## src/include/control_defs.svh

```systemverilog
`ifndef CONTROL_DEFS_SVH
`define CONTROL_DEFS_SVH

`define DATA_W      32
`define REG_ADDR_W  5
`define OPCODE_W    8
`define MODE_W      3
`define SEQ_W       3
`define CCR_W       4
`define LANES       4

`define MODE_REG     3'h0
`define MODE_REGIND  3'h1
`define MODE_IMM     3'h2

// register mode
`define OP_NOP      8'h50
`define OP_CMP      8'h02
`define OP_INC      8'h03
`define OP_DEC      8'h04
`define OP_MOV      8'h07
`define OP_COM      8'h08
`define OP_NEG      8'h09
`define OP_EXTB     8'h17
`define OP_EXT      8'h18
`define OP_ALU_GRP  8'h2?   // low three bits carry the alu function

// immediate mode
`define OP_BRA      8'h00
`define OP_BEQ      8'h01
`define OP_BNE      8'h02
`define OP_BGTU     8'h03
`define OP_BGT      8'h04
`define OP_BGE      8'h05
`define OP_BLE      8'h06
`define OP_BLT      8'h07
`define OP_BGEU     8'h08
`define OP_BLTU     8'h09
`define OP_BLEU     8'h0a
`define OP_BRN      8'h0b
`define OP_LDIU     8'h0d

// register indirect, upper nibble ignored
`define OP_ST_L     8'h?0
`define OP_LD_L     8'h?1
`define OP_ST_W     8'h?2
`define OP_LD_W     8'h?3
`define OP_ST_B     8'h?4
`define OP_LD_B     8'h?5
`define OP_LDA      8'h?a
`define OP_JMP      8'h?b

`define PCSEL_HOLD    3'h0
`define PCSEL_INC     3'h1
`define PCSEL_MAR     3'h2
`define PCSEL_REL     3'h3
`define PCSEL_ALU     3'h4
`define PCSEL_VECTOR  3'h5

`define REGSEL_ALU    4'h0
`define REGSEL_MDR    4'h1
`define REGSEL_NEG    4'h2
`define REGSEL_COM    4'h3
`define REGSEL_RB     4'h4
`define REGSEL_IMMU   4'h6
`define REGSEL_EXTB   4'h9
`define REGSEL_EXTW   4'ha

`define ALU1SEL_RA    3'h0
`define ALU2SEL_RB    3'h0
`define ALU2SEL_IND   3'h1   // rb plus indirect offset
`define ALU2SEL_ONE   3'h2

`define MDRSEL_NONE   3'h0
`define MDRSEL_BUS    3'h1
`define MDRSEL_RA     3'h3

`define MARSEL_NONE   2'h0
`define MARSEL_BUS    2'h1
`define MARSEL_ALU    2'h2

`define ADDRSEL_PC    1'b0
`define ADDRSEL_MAR   1'b1

`define ALU_ADD       3'h2
`define ALU_SUB       3'h3

`endif

```

## src/hw/control_pkg.sv

```systemverilog
`include "control_defs.svh"

package control_pkg;

  typedef struct packed {
    logic [`MODE_W-1:0]     mode;
    logic [`OPCODE_W-1:0]   opcode;
    logic [`REG_ADDR_W-1:0] ra;
    logic [`REG_ADDR_W-1:0] rb;
    logic [`REG_ADDR_W-1:0] rc;
  } ir_fields_t;

  typedef enum logic [3:0] {
    CLS_NOP,
    CLS_ALU_RRR,
    CLS_INC,
    CLS_DEC,
    CLS_CMP,
    CLS_UNARY,
    CLS_LDIU,
    CLS_BRANCH,
    CLS_LDA,
    CLS_JMP,
    CLS_LOAD,
    CLS_STORE,
    CLS_ILLEGAL
  } op_class_e;

  // encoding follows opcode bits 2:1 of loads and stores
  typedef enum logic [1:0] {
    SIZE_LONG = 2'd0,
    SIZE_WORD = 2'd1,
    SIZE_BYTE = 2'd2
  } access_size_e;

  typedef enum logic [3:0] {
    COND_ALWAYS,
    COND_NEVER,
    COND_EQ,
    COND_NE,
    COND_GTU,
    COND_GT,
    COND_GE,
    COND_LE,
    COND_LT,
    COND_GEU,
    COND_LTU,
    COND_LEU
  } cond_e;

  typedef struct packed {
    op_class_e    op_class;
    access_size_e size;
    cond_e        cond;
    logic [2:0]   alu_func;
    logic [3:0]   regsel;     // result select for unary ops and ldiu
    ir_fields_t   fields;
  } decoded_t;

  typedef struct packed {
    logic carry;
    logic negative;
    logic overflow;
    logic zero;
  } ccr_t;

  typedef struct packed {
    logic       bus_wait;
    logic       busfault;
    logic [1:0] bus_align;
  } bus_status_t;

  typedef struct packed {
    logic                   ir_write;
    logic                   ccr_write;
    logic [2:0]             alu_func;
    logic [2:0]             alu1sel;
    logic [2:0]             alu2sel;
    logic [3:0]             regsel;
    logic [`REG_ADDR_W-1:0] reg_read_addr1;
    logic [`REG_ADDR_W-1:0] reg_read_addr2;
    logic [`REG_ADDR_W-1:0] reg_write_addr;
    logic                   reg_write;
    logic [2:0]             mdrsel;
    logic [1:0]             marsel;
    logic [2:0]             pcsel;
    logic                   addrsel;
    logic [`LANES-1:0]      byteenable;
    logic                   bus_read;
    logic                   bus_write;
  } ctrl_word_t;

  typedef enum logic [2:0] {
    ST_RESET,
    ST_FETCH,
    ST_EVAL,
    ST_EXCEPTION,
    ST_HALT
  } ctrl_state_e;

endpackage

```

## src/hw/branch_cond.sv

```systemverilog
`timescale 1ns/10ps
`include "control_defs.svh"

module branch_cond (
  input  control_pkg::cond_e cond,
  input  control_pkg::ccr_t  ccr,
  output logic               taken
);
  import control_pkg::*;

  logic [`CCR_W-1:0] flags;
  logic              carry;
  logic              negative;
  logic              overflow;
  logic              zero;
  logic              n_ne_v;

  assign flags = ccr;
  assign {carry, negative, overflow, zero} = flags;
  assign n_ne_v = negative ^ overflow;  // signed less than

  always_comb begin
    case (cond)
      COND_ALWAYS: taken = 1'b1;
      COND_NEVER:  taken = 1'b0;
      COND_EQ:     taken = zero;
      COND_NE:     taken = ~zero;
      COND_GTU:    taken = ~(zero | carry);
      COND_GT:     taken = ~(zero | n_ne_v);
      COND_GE:     taken = ~n_ne_v;
      COND_LE:     taken = zero | n_ne_v;
      COND_LT:     taken = n_ne_v;
      COND_GEU:    taken = ~carry;
      COND_LTU:    taken = carry;
      COND_LEU:    taken = carry | zero;
      default:     taken = 1'b0;
    endcase
  end

endmodule

```

## src/hw/control_top.sv

```systemverilog
`timescale 1ns/10ps
`include "control_defs.svh"

module control_top (
  input  logic                     clock,
  input  logic                     reset_n,
  input  logic [`DATA_W-1:0]       ir,
  input  control_pkg::ccr_t        ccr,
  input  control_pkg::bus_status_t bus,
  output control_pkg::ctrl_word_t  ctrl,
  output logic                     halt
);
  import control_pkg::*;

  decoded_t dec;
  logic     taken;

  instr_decode u_decode (
    .ir  (ir),
    .dec (dec)
  );

  // only the branch condition needs the flags
  branch_cond u_cond (
    .cond  (dec.cond),
    .ccr   (ccr),
    .taken (taken)
  );

  ctrl_sequencer u_seq (
    .clock   (clock),
    .reset_n (reset_n),
    .dec     (dec),
    .taken   (taken),
    .bus     (bus),
    .ctrl    (ctrl),
    .halt    (halt)
  );

endmodule

```

## src/hw/ctrl_sequencer.sv

```systemverilog
`timescale 1ns/10ps
`include "control_defs.svh"

module ctrl_sequencer (
  input  logic                     clock,
  input  logic                     reset_n,
  input  control_pkg::decoded_t    dec,
  input  logic                     taken,
  input  control_pkg::bus_status_t bus,
  output control_pkg::ctrl_word_t  ctrl,
  output logic                     halt
);
  import control_pkg::*;

  ctrl_state_e       state;
  ctrl_state_e       state_next;
  logic [`SEQ_W-1:0] step;
  logic [`SEQ_W-1:0] step_next;
  logic [`LANES-1:0] lane_mask;
  logic              eval_done;
  logic              is_store;

  always_ff @(posedge clock or negedge reset_n) begin
    if (!reset_n) begin
      state <= ST_RESET;
      step  <= '0;
    end else begin
      state <= state_next;
      step  <= step_next;
    end
  end

  assign halt     = (state == ST_HALT);
  assign is_store = (dec.op_class == CLS_STORE);

  // lanes for the memory step, lane 3 is the lowest address
  always_comb begin
    case (dec.size)
      SIZE_WORD: lane_mask = bus.bus_align[1] ? {{(`LANES/2){1'b0}}, {(`LANES/2){1'b1}}}
                                              : {{(`LANES/2){1'b1}}, {(`LANES/2){1'b0}}};
      SIZE_BYTE: lane_mask = {1'b1, {(`LANES-1){1'b0}}} >> bus.bus_align;
      default:   lane_mask = '1;
    endcase
  end

  always_comb begin
    state_next = state;
    step_next  = step;
    eval_done  = 1'b0;

    ctrl                = '0;
    ctrl.alu_func       = `ALU_ADD;
    ctrl.alu1sel        = `ALU1SEL_RA;
    ctrl.alu2sel        = `ALU2SEL_RB;
    ctrl.regsel         = `REGSEL_ALU;
    ctrl.reg_read_addr1 = dec.fields.ra;
    ctrl.reg_read_addr2 = dec.fields.rb;
    ctrl.reg_write_addr = dec.fields.ra;
    ctrl.mdrsel         = `MDRSEL_NONE;
    ctrl.marsel         = `MARSEL_NONE;
    ctrl.pcsel          = `PCSEL_HOLD;
    ctrl.addrsel        = `ADDRSEL_PC;
    ctrl.byteenable     = '1;

    case (state)
      ST_RESET: begin
        case (step)
          0: begin
            ctrl.pcsel    = `PCSEL_VECTOR;  // address of reset vector
            ctrl.bus_read = 1'b1;
            if (bus.busfault) begin
              state_next = ST_EXCEPTION;
            end else if (!bus.bus_wait) begin
              step_next = step + 1'b1;
            end
          end
          1: begin
            ctrl.bus_read = 1'b1;
            ctrl.marsel   = `MARSEL_BUS;  // vector contents
            step_next     = step + 1'b1;
          end
          2: begin
            ctrl.pcsel = `PCSEL_MAR;
            state_next = ST_FETCH;
            step_next  = '0;
          end
          default: state_next = ST_HALT;
        endcase
      end

      ST_FETCH: begin
        case (step)
          0: begin
            ctrl.bus_read = 1'b1;
            if (bus.busfault) begin
              state_next = ST_EXCEPTION;
            end else if (!bus.bus_wait) begin
              step_next = step + 1'b1;
            end
          end
          1: begin
            ctrl.bus_read = 1'b1;
            ctrl.ir_write = 1'b1;
            step_next     = step + 1'b1;
          end
          2: begin
            ctrl.pcsel = `PCSEL_INC;
            state_next = ST_EVAL;
            step_next  = '0;
          end
          default: state_next = ST_HALT;
        endcase
      end

      ST_EVAL: begin
        ctrl.alu_func = dec.alu_func;
        case (dec.op_class)
          CLS_NOP: eval_done = 1'b1;
          CLS_CMP: begin
            ctrl.ccr_write = 1'b1;
            eval_done      = 1'b1;
          end
          CLS_UNARY, CLS_LDIU: begin
            ctrl.regsel    = dec.regsel;
            ctrl.reg_write = 1'b1;
            eval_done      = 1'b1;
          end
          CLS_BRANCH: begin
            if (taken) begin
              ctrl.pcsel = `PCSEL_REL;
            end
            eval_done = 1'b1;
          end
          CLS_ALU_RRR: begin
            ctrl.reg_read_addr1 = dec.fields.rb;
            ctrl.reg_read_addr2 = dec.fields.rc;
            if (step == '0) begin
              step_next = step + 1'b1;
            end else begin
              ctrl.reg_write = 1'b1;
              eval_done      = 1'b1;
            end
          end
          CLS_INC, CLS_DEC: begin
            if (step == '0) begin
              ctrl.alu2sel = `ALU2SEL_ONE;  // ra plus or minus one
              step_next    = step + 1'b1;
            end else begin
              ctrl.reg_write = 1'b1;
              eval_done      = 1'b1;
            end
          end
          CLS_LDA, CLS_JMP: begin
            if (step == '0) begin
              ctrl.reg_read_addr1 = dec.fields.rb;
              ctrl.alu2sel        = `ALU2SEL_IND;
              step_next           = step + 1'b1;
            end else begin
              if (dec.op_class == CLS_JMP) begin
                ctrl.pcsel = `PCSEL_ALU;
              end else begin
                ctrl.reg_write = 1'b1;
              end
              eval_done = 1'b1;
            end
          end
          CLS_LOAD, CLS_STORE: begin
            ctrl.addrsel = `ADDRSEL_MAR;
            case (step)
              0: begin
                ctrl.reg_read_addr1 = dec.fields.rb;
                ctrl.alu2sel        = `ALU2SEL_IND;  // effective address
                step_next           = step + 1'b1;
              end
              1: begin
                ctrl.marsel = `MARSEL_ALU;
                if (is_store) begin
                  ctrl.mdrsel = `MDRSEL_RA;
                end
                step_next = step + 1'b1;
              end
              2: begin
                ctrl.byteenable = lane_mask;
                if (is_store) begin
                  ctrl.bus_write = 1'b1;
                end else begin
                  ctrl.bus_read = 1'b1;
                  ctrl.mdrsel   = `MDRSEL_BUS;
                end
                if (bus.busfault) begin
                  state_next = ST_EXCEPTION;
                end else if (!bus.bus_wait) begin
                  step_next = step + 1'b1;
                end
              end
              default: begin
                if (!is_store) begin
                  ctrl.regsel    = `REGSEL_MDR;
                  ctrl.reg_write = 1'b1;
                end
                eval_done = 1'b1;
              end
            endcase
          end
          default: state_next = ST_HALT;  // undecoded
        endcase
        if (eval_done) begin
          state_next = ST_FETCH;
          step_next  = '0;
        end
      end

      ST_EXCEPTION: begin
        state_next = ST_HALT;
        step_next  = '0;
      end

      ST_HALT: state_next = ST_HALT;

      default: state_next = ST_HALT;
    endcase
  end

endmodule

```

## src/hw/instr_decode.sv

```systemverilog
`timescale 1ns/10ps
`include "control_defs.svh"

module instr_decode (
  input  logic [`DATA_W-1:0]    ir,
  output control_pkg::decoded_t dec
);
  import control_pkg::*;

  ir_fields_t f;
  logic       br_valid;
  cond_e      br_cond;

  assign f = ir[`DATA_W-1 -: $bits(ir_fields_t)];  // low bits are offset only

  // branch opcode to condition
  always_comb begin
    br_valid = 1'b1;
    case (f.opcode)
      `OP_BRA:  br_cond = COND_ALWAYS;
      `OP_BEQ:  br_cond = COND_EQ;
      `OP_BNE:  br_cond = COND_NE;
      `OP_BGTU: br_cond = COND_GTU;
      `OP_BGT:  br_cond = COND_GT;
      `OP_BGE:  br_cond = COND_GE;
      `OP_BLE:  br_cond = COND_LE;
      `OP_BLT:  br_cond = COND_LT;
      `OP_BGEU: br_cond = COND_GEU;
      `OP_BLTU: br_cond = COND_LTU;
      `OP_BLEU: br_cond = COND_LEU;
      `OP_BRN:  br_cond = COND_NEVER;
      default: begin
        br_valid = 1'b0;
        br_cond  = COND_NEVER;
      end
    endcase
  end

  always_comb begin
    dec.op_class = CLS_ILLEGAL;
    dec.size     = SIZE_LONG;
    dec.cond     = br_cond;
    dec.alu_func = `ALU_ADD;
    dec.regsel   = `REGSEL_ALU;
    dec.fields   = f;

    case (f.mode)
      `MODE_REG: begin
        casez (f.opcode)
          `OP_NOP: dec.op_class = CLS_NOP;
          `OP_INC: dec.op_class = CLS_INC;
          `OP_CMP: begin
            dec.op_class = CLS_CMP;
            dec.alu_func = `ALU_SUB;
          end
          `OP_DEC: begin
            dec.op_class = CLS_DEC;
            dec.alu_func = `ALU_SUB;
          end
          `OP_MOV, `OP_COM, `OP_NEG, `OP_EXTB, `OP_EXT: dec.op_class = CLS_UNARY;
          `OP_ALU_GRP: begin
            dec.op_class = CLS_ALU_RRR;
            dec.alu_func = f.opcode[2:0];
          end
          default: dec.op_class = CLS_ILLEGAL;
        endcase
        case (f.opcode)
          `OP_MOV:  dec.regsel = `REGSEL_RB;
          `OP_COM:  dec.regsel = `REGSEL_COM;
          `OP_NEG:  dec.regsel = `REGSEL_NEG;
          `OP_EXTB: dec.regsel = `REGSEL_EXTB;
          `OP_EXT:  dec.regsel = `REGSEL_EXTW;
          default:  dec.regsel = `REGSEL_ALU;
        endcase
      end
      `MODE_IMM: begin
        dec.regsel = `REGSEL_IMMU;  // only ldiu writes back
        if (br_valid) begin
          dec.op_class = CLS_BRANCH;
        end else if (f.opcode == `OP_LDIU) begin
          dec.op_class = CLS_LDIU;
        end
      end
      `MODE_REGIND: begin
        casez (f.opcode)
          `OP_LDA: dec.op_class = CLS_LDA;
          `OP_JMP: dec.op_class = CLS_JMP;
          `OP_ST_L, `OP_ST_W, `OP_ST_B: begin
            dec.op_class = CLS_STORE;
            dec.size     = access_size_e'(f.opcode[2:1]);
          end
          `OP_LD_L, `OP_LD_W, `OP_LD_B: begin
            dec.op_class = CLS_LOAD;
            dec.size     = access_size_e'(f.opcode[2:1]);
          end
          default: dec.op_class = CLS_ILLEGAL;
        endcase
      end
      default: dec.op_class = CLS_ILLEGAL;  // direct mode not supported
    endcase
  end

endmodule

```

## config.mk

```make
export PLATFORM = sky130hd
export DESIGN_NAME = control_top
export DESIGN_NICKNAME = d
export VERILOG_FILES = /design/src/hw/control_pkg.sv /design/src/hw/branch_cond.sv /design/src/hw/control_top.sv /design/src/hw/ctrl_sequencer.sv /design/src/hw/instr_decode.sv
export VERILOG_INCLUDE_DIRS = /design/src /design/src/include
export SDC_FILE = /design/constraint.sdc
export NUM_CORES = 1
export LEC_CHECK = 0
export BUFFER_PORTS_ARGS = -buffer_cell sky130_fd_sc_hd__buf_4
export CAP_MARGIN = 5
export CORE_MARGIN = 1
export CORE_UTILIZATION = 53
export CTS_CLUSTER_SIZE = 16
export DETAILED_ROUTE_END_ITERATION = 16
export PLACE_DENSITY_LB_ADDON = 0.15
export SETUP_SLACK_MARGIN = 0.5
export SYNTH_ARGS = -nofsm -noshare
export SYNTH_HDL_FRONTEND = slang
export SYNTH_SLANG_ARGS = --single-unit
```

## constraint.sdc

```tcl
create_clock -name clock -period 8.3 [get_ports clock]
set_input_delay 1.245 -clock clock [delete_from_list [all_inputs] [get_ports clock]]
set_output_delay 1.245 -clock clock [all_outputs]
set_load 0.03 [all_outputs]
```

==> metrics, run 1 <==
Critical Path End Type=output port; ys async rst share=1.000; Die Wd=around 64 um; # clock sinks=6; I/O Pins=89; Max stage delay cell, worst path=or4_4; Hold Path Origin=u_seq.step[0]$_DFFE_PN0P_; ranking of synthesized cells by area=dfrtp_1 (7.4%), ha_1 (6.2%), a21oi_1 (5.9%); Worst Hold Path EP=u_seq.step[0]$_DFFE_PN0P_; Crit path largest cell delay=roughly 0.56 ns; Synth area leader=dfrtp_1; Mean Syn Cell Area=~7.3 um2; Rel. slew slack=0.5206; via/cell ratio=~6.1; CP dominant cell by count=buf_4; drt wl/cell=between 10 and 15 um; Final Non-Filler Cells=between 300 and 400; Initial Util=0.5519; status=complete, no violations; cell area after layout=between 0.002 and 0.003 mm2; worst reg2reg path startpoint=u_seq.step[0]$_DFFE_PN0P_; Crit Path Class=primary input to output port; fin crit share=0.7020; final hold viol count=0; Final WS setup=~2.5 ns; GPL Wtd Cong=between 0.9 and 1; ANT cells=0; clock tree buffer depth=2; sequential-to-total area share from yosys stat=0.07430; layout cells sized above 1=0.3343; crit-path cells=buf_4 > or4_4 > or3_2 > ha_1 > maj3_1 > or3_4 > nor2_4 > xnor2_1 > a32oi_1 > a2111oi_2 > nand2b_1 > buf_4; largest family of logic cells by synthesized area=simple AND/OR/NAND/NOR gates; Core Box Area=~0.0037 mm2; Post-Syn Instances=approximately 280; Pwr Density=approximately 56 mW/mm2; XOR/XNOR share of the synthesized area=0.02601; Cell Area, Synth=approximately 0.002 mm2; dpl cell area=0.002517 mm2; Gate power share=0.500; postcts setup bufs=0; Post-Synth Adder-Cell Area=0.06687; worst hold path class=flip-flop to flip-flop; CTS Buf Count=3; Worst setup SP type=primary input; Power, Total=between 0.1 and 0.15 mW; Layout Utilization=0.6989; pre-CTS setup slack=roughly 2.5 ns; simple-gate share of the synthesized area=0.3548; Rows=22; die area=0.004063 mm2; Max Cap Viol=0; FF-to-FF path depth=9; count of buffers from port buffering=77; vias=around 2,300; Peak VDD IR=approximately 0.057 mV; Area Growth Syn to Fin=26.63%; gr ovfl total=0; largest net degree at the start of global routing=23; number of global-route vias before repair=around 2,000; Distinct cells, synth=80; Sw Ratio=0.3744; Synth Register Bits=6; unrepaired setup endpoints after global routing=false; dpl cells=roughly 380; reg-to-reg critical path endpoint=u_seq.step[1]$_DFFE_PN0P_; Tightest Pin Transition=approximately 0.72 ns; WP data required=approximately 7.1 ns; initial DRC count=between 200 and 250; Post-CTS Hold Buffers=0; GRT Total Usage=0.2633; Post-Route WL=~5.3 mm; synthesis warning total=0; cell-internal power=0.09035 mW; DR DRC count=0; Die H=63.75 um; Synth Area in Compound Gates=0.3009; final setup TNS=0 ns; fmax=171.6 MHz; Worst Skew=about 0.0037 ns; CP Max Fanout=12; multiplexer area fraction after synthesis=0.06997; Clk Latency, worst-skew pair=0.22 ns; Synth top area share=0.07430; drt pass-1 iters=5; initial antenna violation count=0; clock slew at reported path FFs=~0.04 ns; top_reg_cell synth=dfrtp_1; sequential share of power=0.207; Critical Path AT=4.58 ns; Reg2Reg Setup Slack=5.64 ns; Final nets=between 300 and 400; CTS tree=built; fin. max-slew vios=0; first-pass GRT wire length=~9 mm; dpl hpwl=around 4.2 mm; Worst Hold Depth=2; P_leak=roughly 1.1 nW; clock root buffer=clkbuf_8; Min Hold Slack=around 0.64 ns; post_cts resized=0; Antenna Nets Post-Route=0; H-tree depth=1; Final min period=about 5.8 ns; number of synthesized flops with an enable pin=0; Final setup viols=0; clock share of power=0.293; P_sw=~0.054 mW
[kinds of logic (layout without fill, tap and decap cells)]
| kind of cell | Yosys count | count (layout) |
|---|---|---|
| AO/OA/AOI/OAI | 86 | 86 |
| AND/OR/NAND/NOR | 118 | 118 |
| adder cells (fa/ha/maj) | 11 | 11 |
| buffers and inverters | 38 | 95 |
| other | 1 | 5 |
| XOR/XNOR | 6 | 6 |
| flip-flops | 6 | 6 |
| multiplexers | 11 | 11 |
[synth_stat cells (6+ instances only)]
| library cell | number |
|---|---|
| nor2_1 | 25 |
| a21oi_1 | 24 |
| nand2_1 | 20 |
| inv_1 | 15 |
| buf_4 | 13 |
| o21ai_0 | 13 |
| ha_1 | 10 |
| nor3_1 | 10 |
| a31oi_1 | 7 |
| dfrtp_1 | 6 |
| nand2b_1 | 6 |
| nand3_1 | 6 |
| nor2b_1 | 6 |
[how the worst max path moves through the flow]
stage,startpoint,end,depth (start not counted)
finish,ir[25],ctrl[8],12
global placement,ir[25],ctrl[8],12
detailed placement,ir[25],ctrl[8],12
floorplan,ir[26],ctrl[8],10
CTS,ir[25],ctrl[8],12
global route,ir[25],ctrl[8],12
[sequential cells by signal, summed over array words and instances (netlist names)]
| signal | flops |
|---|---|
| u_seq.step | 3 |
| u_seq.state | 3 |
[area by class of cell]
type	count	area, um2
inverter	15	56.30
multi-input combinational	237	1673
tap	48	60.06
fill	320	1102
clock buffer	3	41.29
timing repair buffer	77	578.1
sequential	6	150.1
[cell usage in the layout, fill, tap and decap left out, drive strengths merged, types with 6 or more instances in the layout]
cell	n
inv	15
nor4	6
nor2b	6
buf	77
nand2	21
or3	6
nor2	26
nand3	6
dfrtp	6
mux2	10
o21ai	16
nor3	10
a31oi	7
nand2b	7
ha	10
a21oi	26
[power by group through the flow]
stage	Sequential [mW]	Clock (mW)	Combinational, mW
after floorplan	0.0302	0	0.0491
after global placement	0.0302	0	0.0706
after detailed placement	0.0302	0	0.0713
after CTS	0.0299	0.0434	0.0716
after global routing	0.0299	0.0450	0.0782
final	0.0299	0.0424	0.0721
[layer usage]
metal | up-vias | wire [um] | global-route usage
li1 | 1145 | - | -
met1 | 1082 | 2423 | 0.3841
met4 | 0 | 22 | 0.008523
met5 | - | 0 | 0
met2 | 117 | 2441 | 0.4269
met3 | 2 | 444 | 0.03929
[critical path, delay by kind of cell]
kind            cells  cell delay (ns)
simple gates        5             1.76
fa+ha+maj           2             0.59
compound gates      2             0.54
buf+inv             2             0.31
xor+xnor            1             0.13
Note: power is estimated with default switching activity, not from simulation.
==> run 2, diff against run 1 <==
--- a/config.mk
+++ b/config.mk
@@ -9,7 +9,7 @@
 export BUFFER_PORTS_ARGS = -buffer_cell sky130_fd_sc_hd__buf_4
 export CAP_MARGIN = 5
 export CORE_MARGIN = 1
-export CORE_UTILIZATION = 53
+export CORE_UTILIZATION = 44
 export CTS_CLUSTER_SIZE = 16
 export DETAILED_ROUTE_END_ITERATION = 16
 export PLACE_DENSITY_LB_ADDON = 0.15
==> constraint.sdc (replaced) <==
create_clock -name clock -period 4.9 [get_ports clock]
set_input_delay 0.735 -clock clock [delete_from_list [all_inputs] [get_ports clock]]
set_output_delay 0.735 -clock clock [all_outputs]
set_load 0.03 [all_outputs]
==> metrics, run 2 (same netlist as run 1, synthesis figures left out) <==
Final setup viols=0; die area=roughly 0.005 mm2; Layout Utilization=0.6190; Area Growth Syn to Fin=34.30%; Final min period=between 4 and 5 ns; dpl cells=392; Critical Path End Type=output port; Die Wd=around 70 um; worst path bufs/invs=3; Core Box Area=0.004384 mm2; count of buffers from port buffering=a little under 80; initial antenna violation count=0; fmax=about 230 MHz; Critical Path AT=roughly 3.7 ns; clock root buffer=clkbuf_8; gr ovfl total=0; CTS Buf Count=3; Antenna Nets Post-Route=0; Worst Skew=~0.0009 ns; Worst setup SP type=primary input; via/cell ratio=between 5 and 6; Max stage delay cell, worst path=or4_4; final setup TNS=0 ns; most common cell after layout, fill and taps aside=buf_4; I/O Pins=89; met3 usage=0.01308; Die H=approximately 70 um; layout cells sized above 1=0.3746; WP data required=4.16 ns; # clock sinks=6; Max Cap Viol=0; clock tree buffer depth=2; P_leak=1.151 nW; drt wl/cell=about 15 um; Post-CTS Hold Buffers=0; worst hold path class=primary input to async pin; unrepaired setup endpoints after global routing=true; Largest regs=u_seq.state: 3 flops, u_seq.step: 3 flops; first-pass GRT wire length=~9.8 mm; Final Non-Filler Cells=between 300 and 400; GPL Wtd Cong=just under 0.9; met2 Use GR=0.3846; crit-path cells=buf_6 > or4_4 > or3_4 > ha_4 > maj3_2 > or3_4 > buf_4 > o211ai_2 > a32oi_2 > a2111oi_4 > nand2b_4 > buf_6; GRT Total Usage=0.2352; fill cell instance count of the final layout=between 400 and 500; Crit path max-delay family=simple AND/OR/NAND/NOR gates; Rel. slew slack=0.4454; number of global-route vias before repair=2,015; Pwr Density=around 93 mW/mm2; initial DRC count=140; commonest non-fill, non-tap cells in the layout=buf_4 (81), a21oi_1 (24), nor2_1 (24); Peak VDD IR=approximately 0.056 mV; Post-Route WL=between 5 and 6 mm; Clk Latency, worst-skew pair=about 0.22 ns; Tightest Pin Transition=around 0.83 ns; Rows=24; clock slew at reported path FFs=~0.040 ns; Min Hold Slack=about 0.31 ns; CTS tree=built; vias=around 2,400; Crit Path Class=primary input to output port; Final nets=~400; final hold viol count=0; drt pass-1 iters=5; Initial Util=0.4609; fin. max-slew vios=0; largest net degree at the start of global routing=23; DR DRC count=0; GR Util met1=0.3475; CP Max Fanout=3; Crit path largest cell delay=approximately 0.52 ns; GR peak layer=met2; ANT cells=0; status=complete, no violations; fin crit share=0.9004; dpl hpwl=4.466 mm; H-tree depth=1
[run 2: changes by cell type in the layout (fill, tap and decap cells not counted), sizes merged]
cell	delta
buf	+9
[run 2: worst reg2reg max path, stage by stage (launching register included)]
cell	delay [ns]
dfrtp_1	0.41
inv_1	0.13
ha_1	0.20
nor2b_1	0.68
or3_1	0.23
nor2_1	0.06
a311oi_2	0.57
a21oi_1	0.14
a31oi_1	0.16
o21ai_1	0.09
[run 2: per-layer routing]
layer | part of all wire | wire length [um]
met2 | 0.48 | 2817
met1 | 0.46 | 2721
met4 | 0.0022 | 13
met5 | 0 | 0
met3 | 0.051 | 300
[run 2: metrics by stage]
stage / cell area [um2] / worst slack, ns / total power, mW
final: 2714 / 0.4880 / 0.2529
after CTS: 2678 / 0.4621 / 0.2526
after global placement: 2564 / 0.1987 / 0.1732
after detailed placement: 2564 / 0.1570 / 0.1746
after global routing: 2714 / 0.3985 / 0.2672
after floorplan: 2039 / 0.4590 / 0.1343
[run 2: where the power goes]
part	switching, mW	internal (mW)
registers	0.000392	0.0502
clock network	0.0208	0.0527
logic	0.0751	0.0536
[run 2: path summary, 6_finish.rpt]
check / start / cells past startpoint / slack (ns) / endpoint
max in group asynchronous: reset_n / 1 / 4.47 / u_seq.state[2]$_DFFE_PN0P_
max reg2reg: u_seq.step[0]$_DFFE_PN0P_ / 9 / 2.12 / u_seq.step[1]$_DFFE_PN0P_
min reg2reg: u_seq.step[0]$_DFFE_PN0P_ / 2 / 0.61 / u_seq.step[0]$_DFFE_PN0P_
max: ir[25] / 12 / 0.49 / ctrl[8]
min in group clock: u_seq.step[0]$_DFFE_PN0P_ / 2 / 0.61 / u_seq.step[0]$_DFFE_PN0P_
min: reset_n / 1 / 0.31 / u_seq.step[2]$_DFFE_PN0P_
[run 2: layout make-up]
class | instances | area (um2) | share of cell area
flip-flops and latches | 6 | 150.1 | 0.05533
inverters | 15 | 56.30 | 0.02075
repair buffers | 86 | 668.1 | 0.2462
clock buffers | 3 | 41.29 | 0.01521
multi-input cells | 237 | 1733 | 0.6385
well taps | 52 | 65.06 | 0.02397
[run 2: what timing repair did]
action | CTS | global route
setup buffers | 3 | 1
gates resized for setup | 13 | 4
endpoints found under the hold margin | 0 | 0
endpoints found under the setup margin | 2 | 2
pin swaps | 7 | 4
==> run 3, diff against run 2 <==
--- a/config.mk
+++ b/config.mk
@@ -9,10 +9,12 @@
 export BUFFER_PORTS_ARGS = -buffer_cell sky130_fd_sc_hd__buf_4
 export CAP_MARGIN = 5
 export CORE_MARGIN = 1
-export CORE_UTILIZATION = 44
+export CORE_UTILIZATION = 45
+export CTS_BUF_LIST = sky130_fd_sc_hd__clkbuf_8
 export CTS_CLUSTER_SIZE = 16
 export DETAILED_ROUTE_END_ITERATION = 16
 export PLACE_DENSITY_LB_ADDON = 0.15
+export REMOVE_ABC_BUFFERS = 1
 export SETUP_SLACK_MARGIN = 0.5
 export SYNTH_ARGS = -nofsm -noshare
 export SYNTH_HDL_FRONTEND = slang
==> metrics, run 3 (same netlist as run 1, synthesis figures left out) <==
initial antenna violation count=0; # clock sinks=6; Die H=69.01 um; DR DRC count=0; die area=around 0.0048 mm2; CP Max Fanout=3; crit-path cells=buf_6 > or4_4 > or3_4 > ha_4 > maj3_2 > or3_4 > nor2_4 > xnor2_1 > a32oi_1 > a2111oi_2 > nand2b_1 > buf_6; Worst Setup SP=ir[25]; Peak VDD IR=0.06150 mV; Critical Path End Type=output port; most common cell after layout, fill and taps aside=buf_4; fin. max-slew vios=0; layout cells sized above 1=0.3565; Power, Total=roughly 0.26 mW; Final nets=399; CTS tree=built; Worst Skew=0.001715 ns; Critical Path AT=approximately 3.7 ns; Tightest Pin Transition=just over 0.8 ns; Core Box Area=0.004324 mm2; Max stage delay cell, worst path=or4_4; number of global-route vias before repair=2,041; clock root buffer=clkbuf_8; fin crit share=0.9055; drt wl/cell=approximately 15 um; count of buffers from port buffering=between 70 and 80; Rel. slew slack=0.4516; reg-to-reg critical path endpoint=u_seq.step[1]$_DFFE_PN0P_; final hold viol count=0; Crit path max-delay family=simple AND/OR/NAND/NOR gates; first-pass GRT wire length=between 9 and 10 mm; I/O Pins=89; GRT Total Usage=0.2373; GPL Wtd Cong=roughly 0.95; Final Non-Filler Cells=397; Pwr Density=about 96 mW/mm2; largest net degree at the start of global routing=23; FF-to-FF path depth=9; vias=around 2,400; unrepaired setup endpoints after global routing=true; Clk Latency, worst-skew pair=roughly 0.23 ns; Post-Route WL=roughly 6.0 mm; clock slew at reported path FFs=~0.04 ns; final setup TNS=0 ns; Max Cap Viol=0; worst hold path class=primary input to async pin; Crit path largest cell delay=between 0.5 and 0.6 ns; CTS Buf Count=3; worst reg2reg path startpoint=u_seq.step[0]$_DFFE_PN0P_; via/cell ratio=~6.0; fmax=~230 MHz; status=complete, no violations; Worst setup SP type=primary input; gr ovfl total=0; Antenna Nets Post-Route=0; dpl cells=between 300 and 400; worst path bufs/invs=2; Largest regs=u_seq.state: 3 flops, u_seq.step: 3 flops; fill cell instance count of the final layout=approximately 420; WP data required=between 4 and 5 ns; Area Growth Syn to Fin=31.70%; Reg2Reg Setup Slack=2.10 ns; clock tree buffer depth=2; commonest non-fill, non-tap cells in the layout=buf_4 (79), nor2_1 (25), a21oi_1 (24); Crit Path Class=primary input to output port; Final setup viols=0; P_leak=1.139 nW; initial DRC count=between 100 and 150; drt pass-1 iters=5; Final min period=around 4.4 ns; ANT cells=0; Die Wd=~69 um; Initial Util=0.4673; dpl hpwl=4.689 mm; Rows=24; H-tree depth=1
-- run 3: changes by cell type in the layout (fill, tap and decap cells not counted), sizes merged --
cell / delta
buf: -2
-- run 3: through the flow --
| step | setup slack [ns] | area, um2 | utilization | hold WS, ns |
|---|---|---|---|---|
| finish | 0.4629 | 2661 | 0.6155 | 0.3090 |
| global route | 0.4074 | 2661 | 0.6155 | 0.3147 |
| CTS | 0.4738 | 2658 | 0.6146 | 0.3104 |
| detailed placement | 0.1755 | 2567 | 0.5938 | 0.5475 |
| global placement | 0.1934 | 2567 | 0.5938 | 0.5472 |
| floorplan | 0.3951 | 1879 | - | 0.4394 |
-- run 3: area by class of cell --
class / count / area, um2 / share of cell area
tap: 52 / 65.06 / 0.02445
clock buffer: 3 / 41.29 / 0.01551
timing repair buffer: 84 / 653.1 / 0.2454
inverter: 15 / 56.30 / 0.02116
sequential: 6 / 150.1 / 0.05642
multi-input combinational: 237 / 1695 / 0.6370
-- run 3: worst max path at each step --
stage                     endpoint  cells past startpoint
after floorplan            ctrl[8]                     10
after global placement     ctrl[8]                     12
after detailed placement   ctrl[8]                     12
after CTS                  ctrl[8]                     12
after global routing       ctrl[8]                     12
final                      ctrl[8]                     12
-- run 3: power breakdown --
part | switching (mW) | internal, mW
Sequential | 0.000361 | 0.0502
Clock | 0.0232 | 0.0529
Combinational | 0.0755 | 0.0541
Total | 0.0990 | 0.157
-- run 3: routing by layer --
layer,wire length (um),up-vias,GRT usage
met4,54,0,0.04762
li1,-,1163,-
met2,2860,110,0.3970
met5,0,-,0
met3,347,9,0.02047
met1,2754,1113,0.3318
-- run 3: timing repair --
| item | in CTS | in global routing |
|---|---|---|
| pin swaps | 7 | 0 |
| hold buffers | 0 | 0 |
| gates resized for setup | 11 | 1 |
| setup endpoints to repair | 2 | 2 |
| setup buffers | 1 | 0 |
